**config.mk**
```make
export PLATFORM = sky130hd
export DESIGN_NAME = cmac_top
export DESIGN_NICKNAME = d
export VERILOG_FILES = /design/src/cmac_pkg.sv /design/src/cmac_decode.sv /design/src/cmac_execute.sv /design/src/cmac_result.sv /design/src/cmac_top.sv /design/src/fixed_mult.sv
export SDC_FILE = /design/constraint.sdc
export NUM_CORES = 2
export LEC_CHECK = 0
export BUFFER_PORTS_ARGS = -buffer_cell sky130_fd_sc_hd__buf_4
export CORE_MARGIN = 2
export CORE_UTILIZATION = 30
export CTS_BUF_LIST = sky130_fd_sc_hd__clkbuf_2
export DETAILED_ROUTE_END_ITERATION = 6
export SYNTH_ARGS = -nofsm -noshare
export SYNTH_HDL_FRONTEND = slang
export SYNTH_HIERARCHICAL = 1
export SYNTH_SLANG_ARGS = --single-unit
```
**constraint.sdc**
```tcl
create_clock -name clk -period 12 [get_ports clk]
set_clock_uncertainty 0.15 [all_clocks]
set_input_delay 1.8 -clock clk [delete_from_list [all_inputs] [get_ports clk]]
set_output_delay 1.8 -clock clk [all_outputs]
set_load 0.03 [all_outputs]
```
**src/cmac_pkg.sv**
```systemverilog
package cmac_pkg;

    localparam int word_bits = 32;
    localparam int frac_bits = 16;

    // one real or imaginary value in Q16.16
    typedef logic signed [word_bits-1:0] word_t;
    typedef logic signed [2*word_bits-1:0] prod_t; // full product before the shift

    typedef logic [1:0] op_t;

    localparam op_t op_mul   = 2'd0;
    localparam op_t op_conj  = 2'd1;
    localparam op_t op_mac   = 2'd2;
    localparam op_t op_clear = 2'd3;

    // tells the result stage what to do with the accumulator
    typedef logic [1:0] acc_mode_t;

    localparam acc_mode_t acc_keep = 2'd0; // output the product, accumulator untouched
    localparam acc_mode_t acc_add  = 2'd1;
    localparam acc_mode_t acc_load = 2'd2;

    typedef enum logic [2:0] {
        st_idle,
        st_mul1,
        st_mul2,
        st_mul3,
        st_done
    } exec_state_t;

endpackage

```
**src/cmac_decode.sv**
```systemverilog
`timescale 1ns/1ns

module cmac_decode (
    input  logic                clk,
    input  logic                reset,
    input  logic                in_valid,
    output logic                in_ready,
    input  cmac_pkg::op_t       op,
    input  cmac_pkg::word_t     ar,
    input  cmac_pkg::word_t     ac,
    input  cmac_pkg::word_t     br,
    input  cmac_pkg::word_t     bc,
    output logic                dec_valid,
    input  logic                dec_ready,
    output cmac_pkg::word_t     dec_ar,
    output cmac_pkg::word_t     dec_ac,
    output cmac_pkg::word_t     dec_br,
    output cmac_pkg::word_t     dec_bc,
    output cmac_pkg::acc_mode_t dec_mode
);

    import cmac_pkg::*;

    word_t     nxt_ar;
    word_t     nxt_ac;
    word_t     nxt_bc;
    acc_mode_t nxt_mode;

    // the register can take a new command when empty or when drained this cycle
    assign in_ready = !dec_valid || dec_ready;

    always_comb begin
        nxt_ar   = ar;
        nxt_ac   = ac;
        nxt_bc   = bc;
        nxt_mode = acc_keep;
        case (op)
            op_conj:  nxt_bc = -bc; // a * conj(b) is a times (br - j bc)
            op_mac:   nxt_mode = acc_add;
            op_clear: begin
                // a zero operand gives a zero product, which is then loaded
                nxt_ar   = '0;
                nxt_ac   = '0;
                nxt_mode = acc_load;
            end
            default: ;
        endcase
    end

    always_ff @(posedge clk) begin
        if (reset) begin
            dec_valid <= 1'b0;
        end else if (in_ready) begin
            dec_valid <= in_valid;
        end
    end

    always_ff @(posedge clk) begin
        if (in_valid && in_ready) begin
            dec_ar   <= nxt_ar;
            dec_ac   <= nxt_ac;
            dec_br   <= br;
            dec_bc   <= nxt_bc;
            dec_mode <= nxt_mode;
        end
    end

endmodule

```
**src/cmac_execute.sv**
```systemverilog
`timescale 1ns/1ns

module cmac_execute (
    input  logic                clk,
    input  logic                reset,
    input  logic                dec_valid,
    output logic                dec_ready,
    input  cmac_pkg::word_t     dec_ar,
    input  cmac_pkg::word_t     dec_ac,
    input  cmac_pkg::word_t     dec_br,
    input  cmac_pkg::word_t     dec_bc,
    input  cmac_pkg::acc_mode_t dec_mode,
    output logic                ex_valid,
    input  logic                ex_ready,
    output cmac_pkg::word_t     ex_re,
    output cmac_pkg::word_t     ex_im,
    output cmac_pkg::acc_mode_t ex_mode
);

    import cmac_pkg::*;

    exec_state_t state;
    exec_state_t next_state;

    word_t c_ar;
    word_t c_ac;
    word_t c_br;
    word_t c_bc;

    word_t p1;
    word_t p2;
    word_t p3;

    word_t mul_a;
    word_t mul_b;
    word_t mul_c;

    assign dec_ready = (state == st_idle);
    assign ex_valid  = (state == st_done);

    // a single multiplier is shared by the three products
    always_comb begin
        next_state = state;
        mul_a      = '0;
        mul_b      = '0;
        case (state)
            st_idle: begin
                if (dec_valid)
                    next_state = st_mul1;
            end
            st_mul1: begin
                mul_a      = c_ar;
                mul_b      = c_br;
                next_state = st_mul2;
            end
            st_mul2: begin
                mul_a      = c_ac;
                mul_b      = c_bc;
                next_state = st_mul3;
            end
            st_mul3: begin
                mul_a      = c_ar + c_ac; // sums wrap to one word before the multiply
                mul_b      = c_br + c_bc;
                next_state = st_done;
            end
            st_done: begin
                if (ex_ready)
                    next_state = st_idle;
            end
            default: next_state = st_idle;
        endcase
    end

    always_ff @(posedge clk) begin
        if (reset)
            state <= st_idle;
        else
            state <= next_state;
    end

    always_ff @(posedge clk) begin
        if (state == st_idle && dec_valid) begin
            c_ar    <= dec_ar;
            c_ac    <= dec_ac;
            c_br    <= dec_br;
            c_bc    <= dec_bc;
            ex_mode <= dec_mode; // the mode follows its operands down the pipe
        end
        if (state == st_mul1)
            p1 <= mul_c;
        if (state == st_mul2)
            p2 <= mul_c;
        if (state == st_mul3)
            p3 <= mul_c;
    end

    fixed_mult mult0 (
        .a(mul_a),
        .b(mul_b),
        .c(mul_c)
    );

    assign ex_re = p1 - p2;
    assign ex_im = p3 - p1 - p2; // ar*bc + ac*br without a fourth multiply

endmodule

```
**src/cmac_result.sv**
```systemverilog
`timescale 1ns/1ns

module cmac_result (
    input  logic                clk,
    input  logic                reset,
    input  logic                ex_valid,
    output logic                ex_ready,
    input  cmac_pkg::word_t     ex_re,
    input  cmac_pkg::word_t     ex_im,
    input  cmac_pkg::acc_mode_t ex_mode,
    output logic                out_valid,
    input  logic                out_ready,
    output cmac_pkg::word_t     out_re,
    output cmac_pkg::word_t     out_im
);

    import cmac_pkg::*;

    word_t acc_re;
    word_t acc_im;
    word_t nxt_acc_re;
    word_t nxt_acc_im;
    word_t res_re;
    word_t res_im;

    logic take;

    assign ex_ready = !out_valid || out_ready;
    assign take     = ex_valid && ex_ready;

    always_comb begin
        nxt_acc_re = acc_re;
        nxt_acc_im = acc_im;
        res_re     = ex_re; // keep mode passes the product straight out
        res_im     = ex_im;
        case (ex_mode)
            acc_add: begin
                nxt_acc_re = acc_re + ex_re;
                nxt_acc_im = acc_im + ex_im;
                res_re     = nxt_acc_re;
                res_im     = nxt_acc_im;
            end
            acc_load: begin
                nxt_acc_re = ex_re;
                nxt_acc_im = ex_im;
            end
            default: ;
        endcase
    end

    always_ff @(posedge clk) begin
        if (reset) begin
            acc_re    <= '0;
            acc_im    <= '0;
            out_valid <= 1'b0;
        end else begin
            if (take) begin
                acc_re <= nxt_acc_re;
                acc_im <= nxt_acc_im;
            end
            if (ex_ready)
                out_valid <= ex_valid;
        end
    end

    always_ff @(posedge clk) begin
        if (take) begin
            out_re <= res_re;
            out_im <= res_im;
        end
    end

endmodule

```
**src/cmac_top.sv**
```systemverilog
`timescale 1ns/1ns

module cmac_top (
    input  logic            clk,
    input  logic            reset,
    input  logic            in_valid,
    output logic            in_ready,
    input  cmac_pkg::op_t   op,
    input  cmac_pkg::word_t ar,
    input  cmac_pkg::word_t ac,
    input  cmac_pkg::word_t br,
    input  cmac_pkg::word_t bc,
    output logic            out_valid,
    input  logic            out_ready,
    output cmac_pkg::word_t out_re,
    output cmac_pkg::word_t out_im
);

    import cmac_pkg::*;

    logic      dec_valid;
    logic      dec_ready;
    word_t     dec_ar;
    word_t     dec_ac;
    word_t     dec_br;
    word_t     dec_bc;
    acc_mode_t dec_mode;

    logic      ex_valid;
    logic      ex_ready;
    word_t     ex_re;
    word_t     ex_im;
    acc_mode_t ex_mode;

    cmac_decode decode0 (
        .clk(clk), .reset(reset),
        .in_valid(in_valid), .in_ready(in_ready),
        .op(op), .ar(ar), .ac(ac), .br(br), .bc(bc),
        .dec_valid(dec_valid), .dec_ready(dec_ready),
        .dec_ar(dec_ar), .dec_ac(dec_ac), .dec_br(dec_br), .dec_bc(dec_bc),
        .dec_mode(dec_mode)
    );

    cmac_execute execute0 (
        .clk(clk), .reset(reset),
        .dec_valid(dec_valid), .dec_ready(dec_ready),
        .dec_ar(dec_ar), .dec_ac(dec_ac), .dec_br(dec_br), .dec_bc(dec_bc),
        .dec_mode(dec_mode),
        .ex_valid(ex_valid), .ex_ready(ex_ready),
        .ex_re(ex_re), .ex_im(ex_im), .ex_mode(ex_mode)
    );

    cmac_result result0 (
        .clk(clk), .reset(reset),
        .ex_valid(ex_valid), .ex_ready(ex_ready),
        .ex_re(ex_re), .ex_im(ex_im), .ex_mode(ex_mode),
        .out_valid(out_valid), .out_ready(out_ready),
        .out_re(out_re), .out_im(out_im)
    );

endmodule

```
**src/fixed_mult.sv**
```systemverilog
`timescale 1ns/1ns

module fixed_mult (
    input  cmac_pkg::word_t a,
    input  cmac_pkg::word_t b,
    output cmac_pkg::word_t c
);

    import cmac_pkg::*;

    prod_t full;
    prod_t shifted;

    // both operands are sign extended before the multiply
    assign full = prod_t'(a) * prod_t'(b);

    // drop the extra fraction bits, no rounding
    assign shifted = full >>> frac_bits;

    assign c = shifted[word_bits-1:0]; // upper bits are lost, the result wraps

endmodule

```
# Word level (Yosys, flattened, before mapping)
# Index checks and enable logic that the tools add are counted.
[word_totals]
inputBits = 134
wordCells = 62
reg_bits = 489
[op_classes]
n_eq_ne = 11
mux = 11
reduce_logical = 11
mul = 1
add_sub_neg = 8
[ops]
columns = ["op", "count"]
rows = [
  ["$pmux 32 s3", 2],
  ["$add 32x32->32", 4],
  ["$pmux 32 s2", 2],
  ["$mux 32", 3],
  ["$sub 32x32->32", 3],
  ["$mul 32x32->48", 1],
  ["$neg 32->32", 1],
  ["$pmux 3 s5", 1],
  ["$eq 2x2->1 const B", 3],
  ["$eq 3x2->1 const B", 2],
  ["$mux 3", 2],
  ["$eq 2x1->1 const B", 2],
  ["$pmux 2 s2", 1],
  ["$reduce_and 2->1", 2],
  ["$eq 3x1->1 const B", 1],
  ["$eq 3x3->1 const B", 1],
  ["$logic_and 1x1->1", 3],
  ["$logic_not 3->1", 1],
  ["$logic_not 1->1", 2],
  ["$logic_or 1x1->1", 2],
  ["$ne 2x1->1 const B", 1],
  ["$ne 2x2->1 const B", 1],
  ["$reduce_bool 2->1", 1],
]

# Logic depth before layout (Yosys ltp)
[logic_depth]
word_depth = 4
depth_mapped = 40
ltp_nobuf = 39

# Hierarchy
# The synthesis kept the hierarchy.
[by_module_without_submodules]
columns = ["mod", "seq_area_each_um2", "area_per_inst_um2", "cells_per_inst", "n_inst"]
rows = [
  ["fixed_mult", 0.0, 28668.7, 3080, 1],
  ["cmac_execute", 6846.6, 15483.6, 1429, 1],
  ["cmac_result", 3223.1, 8853.5, 972, 1],
  ["cmac_decode", 3923.8, 5187.5, 329, 1],
]

# Worst setup path before layout
# OpenSTA, ideal clock, no wires.
[synth_path]
path_kind = "flip-flop to flip-flop"
startpoint = "register execute0.c_ar[0]"
endpoint = "register execute0.p1[31], data pin"
t_arrival_ns = 9.747
path_buffers = 1
setup_slack_ns = 1.831
t_required_ns = 11.578
setup_time_ns = 0.272
path_stages_with_launch = 38
synth_period_minus_slack_ns = 10.169
cell_sequence = "edfxtp_1 ha_1 fa_1 a211oi_2 nor4_2 nor3_2 a21oi_2 a21o_1 a31o_2 a2111oi_4 o31ai_1 mux2i_1 a311oi_1 clkbuf_1 nand2_1 fa_1 fa_1 inv_1 [... 2 more ...] fa_1 inv_1 fa_1 fa_1 fa_1 inv_1 fa_1 inv_1 ha_1 a21o_1 a21o_1 a21o_1 a221oi_2 nor2_1 a21oi_4 o31ai_2 o41ai_2 xnor2_1"
[synth_between]
elab_chain_len = 3
[synth_rtl]
columns = ["item", "line", "source"]
rows = [
  ["start: declaration", "cmac_execute.sv:25", "word_t c_ar;"],
  ["start signal: assignment", "cmac_execute.sv:83", "c_ar <= dec_ar;"],
  ["$add 32x32->32", "cmac_execute.sv:62", "mul_a = c_ar + c_ac;"],
  ["$pmux 32 s3", "cmac_execute.sv:46", "case (state)"],
  ["net execute0.mul_a[30]", "cmac_execute.sv:34", "word_t mul_a;"],
  ["$mul 32x32->48", "fixed_mult.sv:15", "assign full = prod_t'(a) * prod_t'(b);"],
  ["net execute0.mul_c[31]", "cmac_execute.sv:36", "word_t mul_c;"],
  ["end signal: assignment", "cmac_execute.sv:90", "p1 <= mul_c;"],
  ["end: declaration", "cmac_execute.sv:30", "word_t p1;"],
]
# The timed path passes the listed nets, and every way through them passes these cells.
# A chain may end at the register's enable or synchronous reset.

# Worst setup path after layout
[layout_path]
startpoint = "register execute0.c_ar[3]"
endpoint = "register execute0.p1[30], data pin"
# Same word-level chain as after synthesis.

==> metrics.md <==
| Metric | Value |
|---|---|
| Status | completed |
| Synthesized flop and latch total | just under 500 |
| Post-CTS Hold Buffers | 0 |
| Clk_lat worst skew | about 1400 ps |
| CTS tree | built |
| Share of synthesized registers carrying an async set or reset | 0% |
| Synthesized area per cell | 10.02 um^2 |
| Post-synth top area share | ~30% |
| Worst Setup End Kind | flop |
| CTS root buf | clkbuf_2 |
| Worst-margin pin slew | approximately 1400 ps |
| Max Clock Freq | between 90 and 100 MHz |
| Vias after detailed routing | slightly above 40k |
| ANT nets after route | 0 |
| Design area | roughly 0.064 mm^2 |
| Crit-path most repeated cell | fa_1 |
| Dpl cell area | between 0.06 and 0.07 mm^2 |
| CP Data Required Time | 12820 ps |
| Initial Utilization | between 30% and 40% |
| CTS resizes | 0 |
| Final #Nets | 7330 |
| Slew margin rel. | about 7% |
| Die area | about 0.20 mm^2 |
| Post-synthesis cell type count | roughly 100 |
| Vias in the first global route | between 40k and 50k |
| Fillers | 19.69k |
| Max incr delay on CP | approximately 1100 ps |
| Area Growth Syn to Fin | 9.701% |
| H-Tree Depth | 3 |
| Post-synthesis cell area | roughly 0.058 mm^2 |
| CTS Buf Count | 116 |
| Core Box Area | 0.1926 mm^2 |
| Commonest non-fill, non-tap cell in the layout | inv_1 |
| Max cap viols | 0 |
| CP arrival | roughly 12000 ps |
| Final Max Tran Viols | 0 |
| Top cells by area, synth | fa_1 30%, edfxtp_1 22%, ha_1 8.3% |
| Critical path type | flop to flop |
| Global placement routability congestion | 0.8866 |
| Main synth FF type | edfxtp_1 |
| Yosys warns | 6 |
| Total grt overflow | 0 |
| Static leakage power | roughly 28 nW |
| Number of remaining DRC errors | 0 |
| Die width | 444.4 um |
| Sequential fraction of the synthesis area | between 20% and 30% |
| Pin count of the biggest net entering global routing | ~100 |
| Worst slack, placed | ~1400 ps |
| CP startpoint kind | flop |
| First-pass GRT wire length | about 240000 um |
| Fin crit period | roughly 11000 ps |
| Final Cycle Share | between 80% and 90% |
| Clk pin slew, worst setup/hold paths | around 120 ps |
| Most frequent cells in the layout | 921 x inv_1, 874 x fa_1, 603 x nand2_1, 530 x and2_1, 420 x edfxtp_1 |
| Min-delay worst type | flop to flop |
| Synth area leader | fa_1 |
| Fin Setup TNS | 0 ps |
| Rows | roughly 160 |
| Slowest-stage cell, CP | o21ai_2 |
| Layout cells sized above 1 | 10.93% |
| VDD IR max | approximately 0.12 mV |
| Unrepaired setup endpoints after global routing | no |
| Mapped Cells | 5810 |
| Clock tree buffer depth | 3 |
| Via-per-instance ratio | 4.837 |
| PwrDens | 145.4 mW/mm^2 |
| Syn Nets | between 7k and 8k |
| Final setup viols | 0 |
| DR pass1 iterations | 6 |
| Final setup margin | around 1300 ps |
| Postcts setup bufs | 0 |
| DRC violation total after the first TritonRoute iteration | approximately 2.5k |
| Initial antenna violation count | 4 |
| WL final | 152500 um |
| DP HPWL | between 100000 and 150000 um |
| Final hold vios | 0 |
| Post-synth EDFFs | 420 |
| Number of clock sinks | around 490 |
| CP max FO | 21 |
| IO buf count | about 200 |
| Die Ht | 444.4 um |
| I/O pin count | 200 |
| Tot GR Track Use | about 16% |
| DR WL/cell | around 18 um |
[through the flow]
stage          std cells  util (%)  total power [mW]  hold slack (ps)
6_report            8560     33.15             9.281            140.1
5_1_grt             8560     33.15             10.09            117.8
4_1_cts             8557     33.15             9.312            96.81
3_5_place_dp        8346     32.55             8.095            254.5
3_3_place_gp        8346     32.55             7.955            252.7
2_1_floorplan       5810         -             6.450            250.3
[routing by layer]
layer	vias up	part of all wire (%)	GRT usage [%]
li1	19110	-	-
met1	20760	46	21.51
met2	1338	46	25.14
met3	197	6.3	2.615
met4	2	2.2	3.758
met5	-	0.0085	0
[logic make-up after synthesis]
family	count (synthesis)	share of synthesized area, %
XOR/XNOR	265	3.988
flip-flops	489	24.05
buffers and inverters	1199	7.757
adder cells (fa/ha/maj)	1258	38.32
multiplexers	95	1.780
AND/OR/NAND/NOR	1632	14.12
AO/OA/AOI/OAI	872	9.983
[path summary, 6_finish.rpt]
check	slack, ps	end	cells past startpoint	startpoint
max	1300	execute0/p1[30]	31	execute0/c_ar[3]
min	140	execute0/c_ar[29]	0	decode0/dec_ar[29]
max reg2reg	1300	execute0/p1[30]	31	execute0/c_ar[3]
min reg2reg	140	execute0/c_ar[29]	0	decode0/dec_ar[29]
[cell usage after synthesis, types with 54 or more instances]
cell,n
edfxtp_1,420
dfxtp_1,69
ha_1,384
xor2_1,88
a21o_1,103
clkbuf_1,265
nand2_1,604
inv_1,924
nor2_1,198
nand3_1,54
o21ai_0,139
mux2_2,64
fa_1,874
and2_1,532
a21oi_1,251
xnor2_1,177
[final cells by class]
cell class / count / area, um^2 / area share [%]
multi-input combinational: 4122 / 39920 / 62.54
antenna: 3 / 7.507 / 0.01176
timing repair buffer: 285 / 2140 / 3.351
tap: 2526 / 3161 / 4.951
sequential: 489 / 14000 / 21.92
clock inverter: 48 / 326.6 / 0.5115
inverter: 924 / 3468 / 5.433
clock buffer: 163 / 815.8 / 1.278
[worst max-delay path: cells and delay by family, from the launching register on]
family	cells	cell delay (ps)
buf+inv	2	140
compound gates	12	3580
fa+ha+maj	10	4690
simple gates	5	1010
flops	1	410
xor+xnor	2	310
[report_power, final]
part / switching, mW / internal (mW)
registers: 0.0619 / 2.25
clock network: 0.696 / 0.465
logic: 3.64 / 2.17
Note: power is estimated with default switching activity, not from simulation.
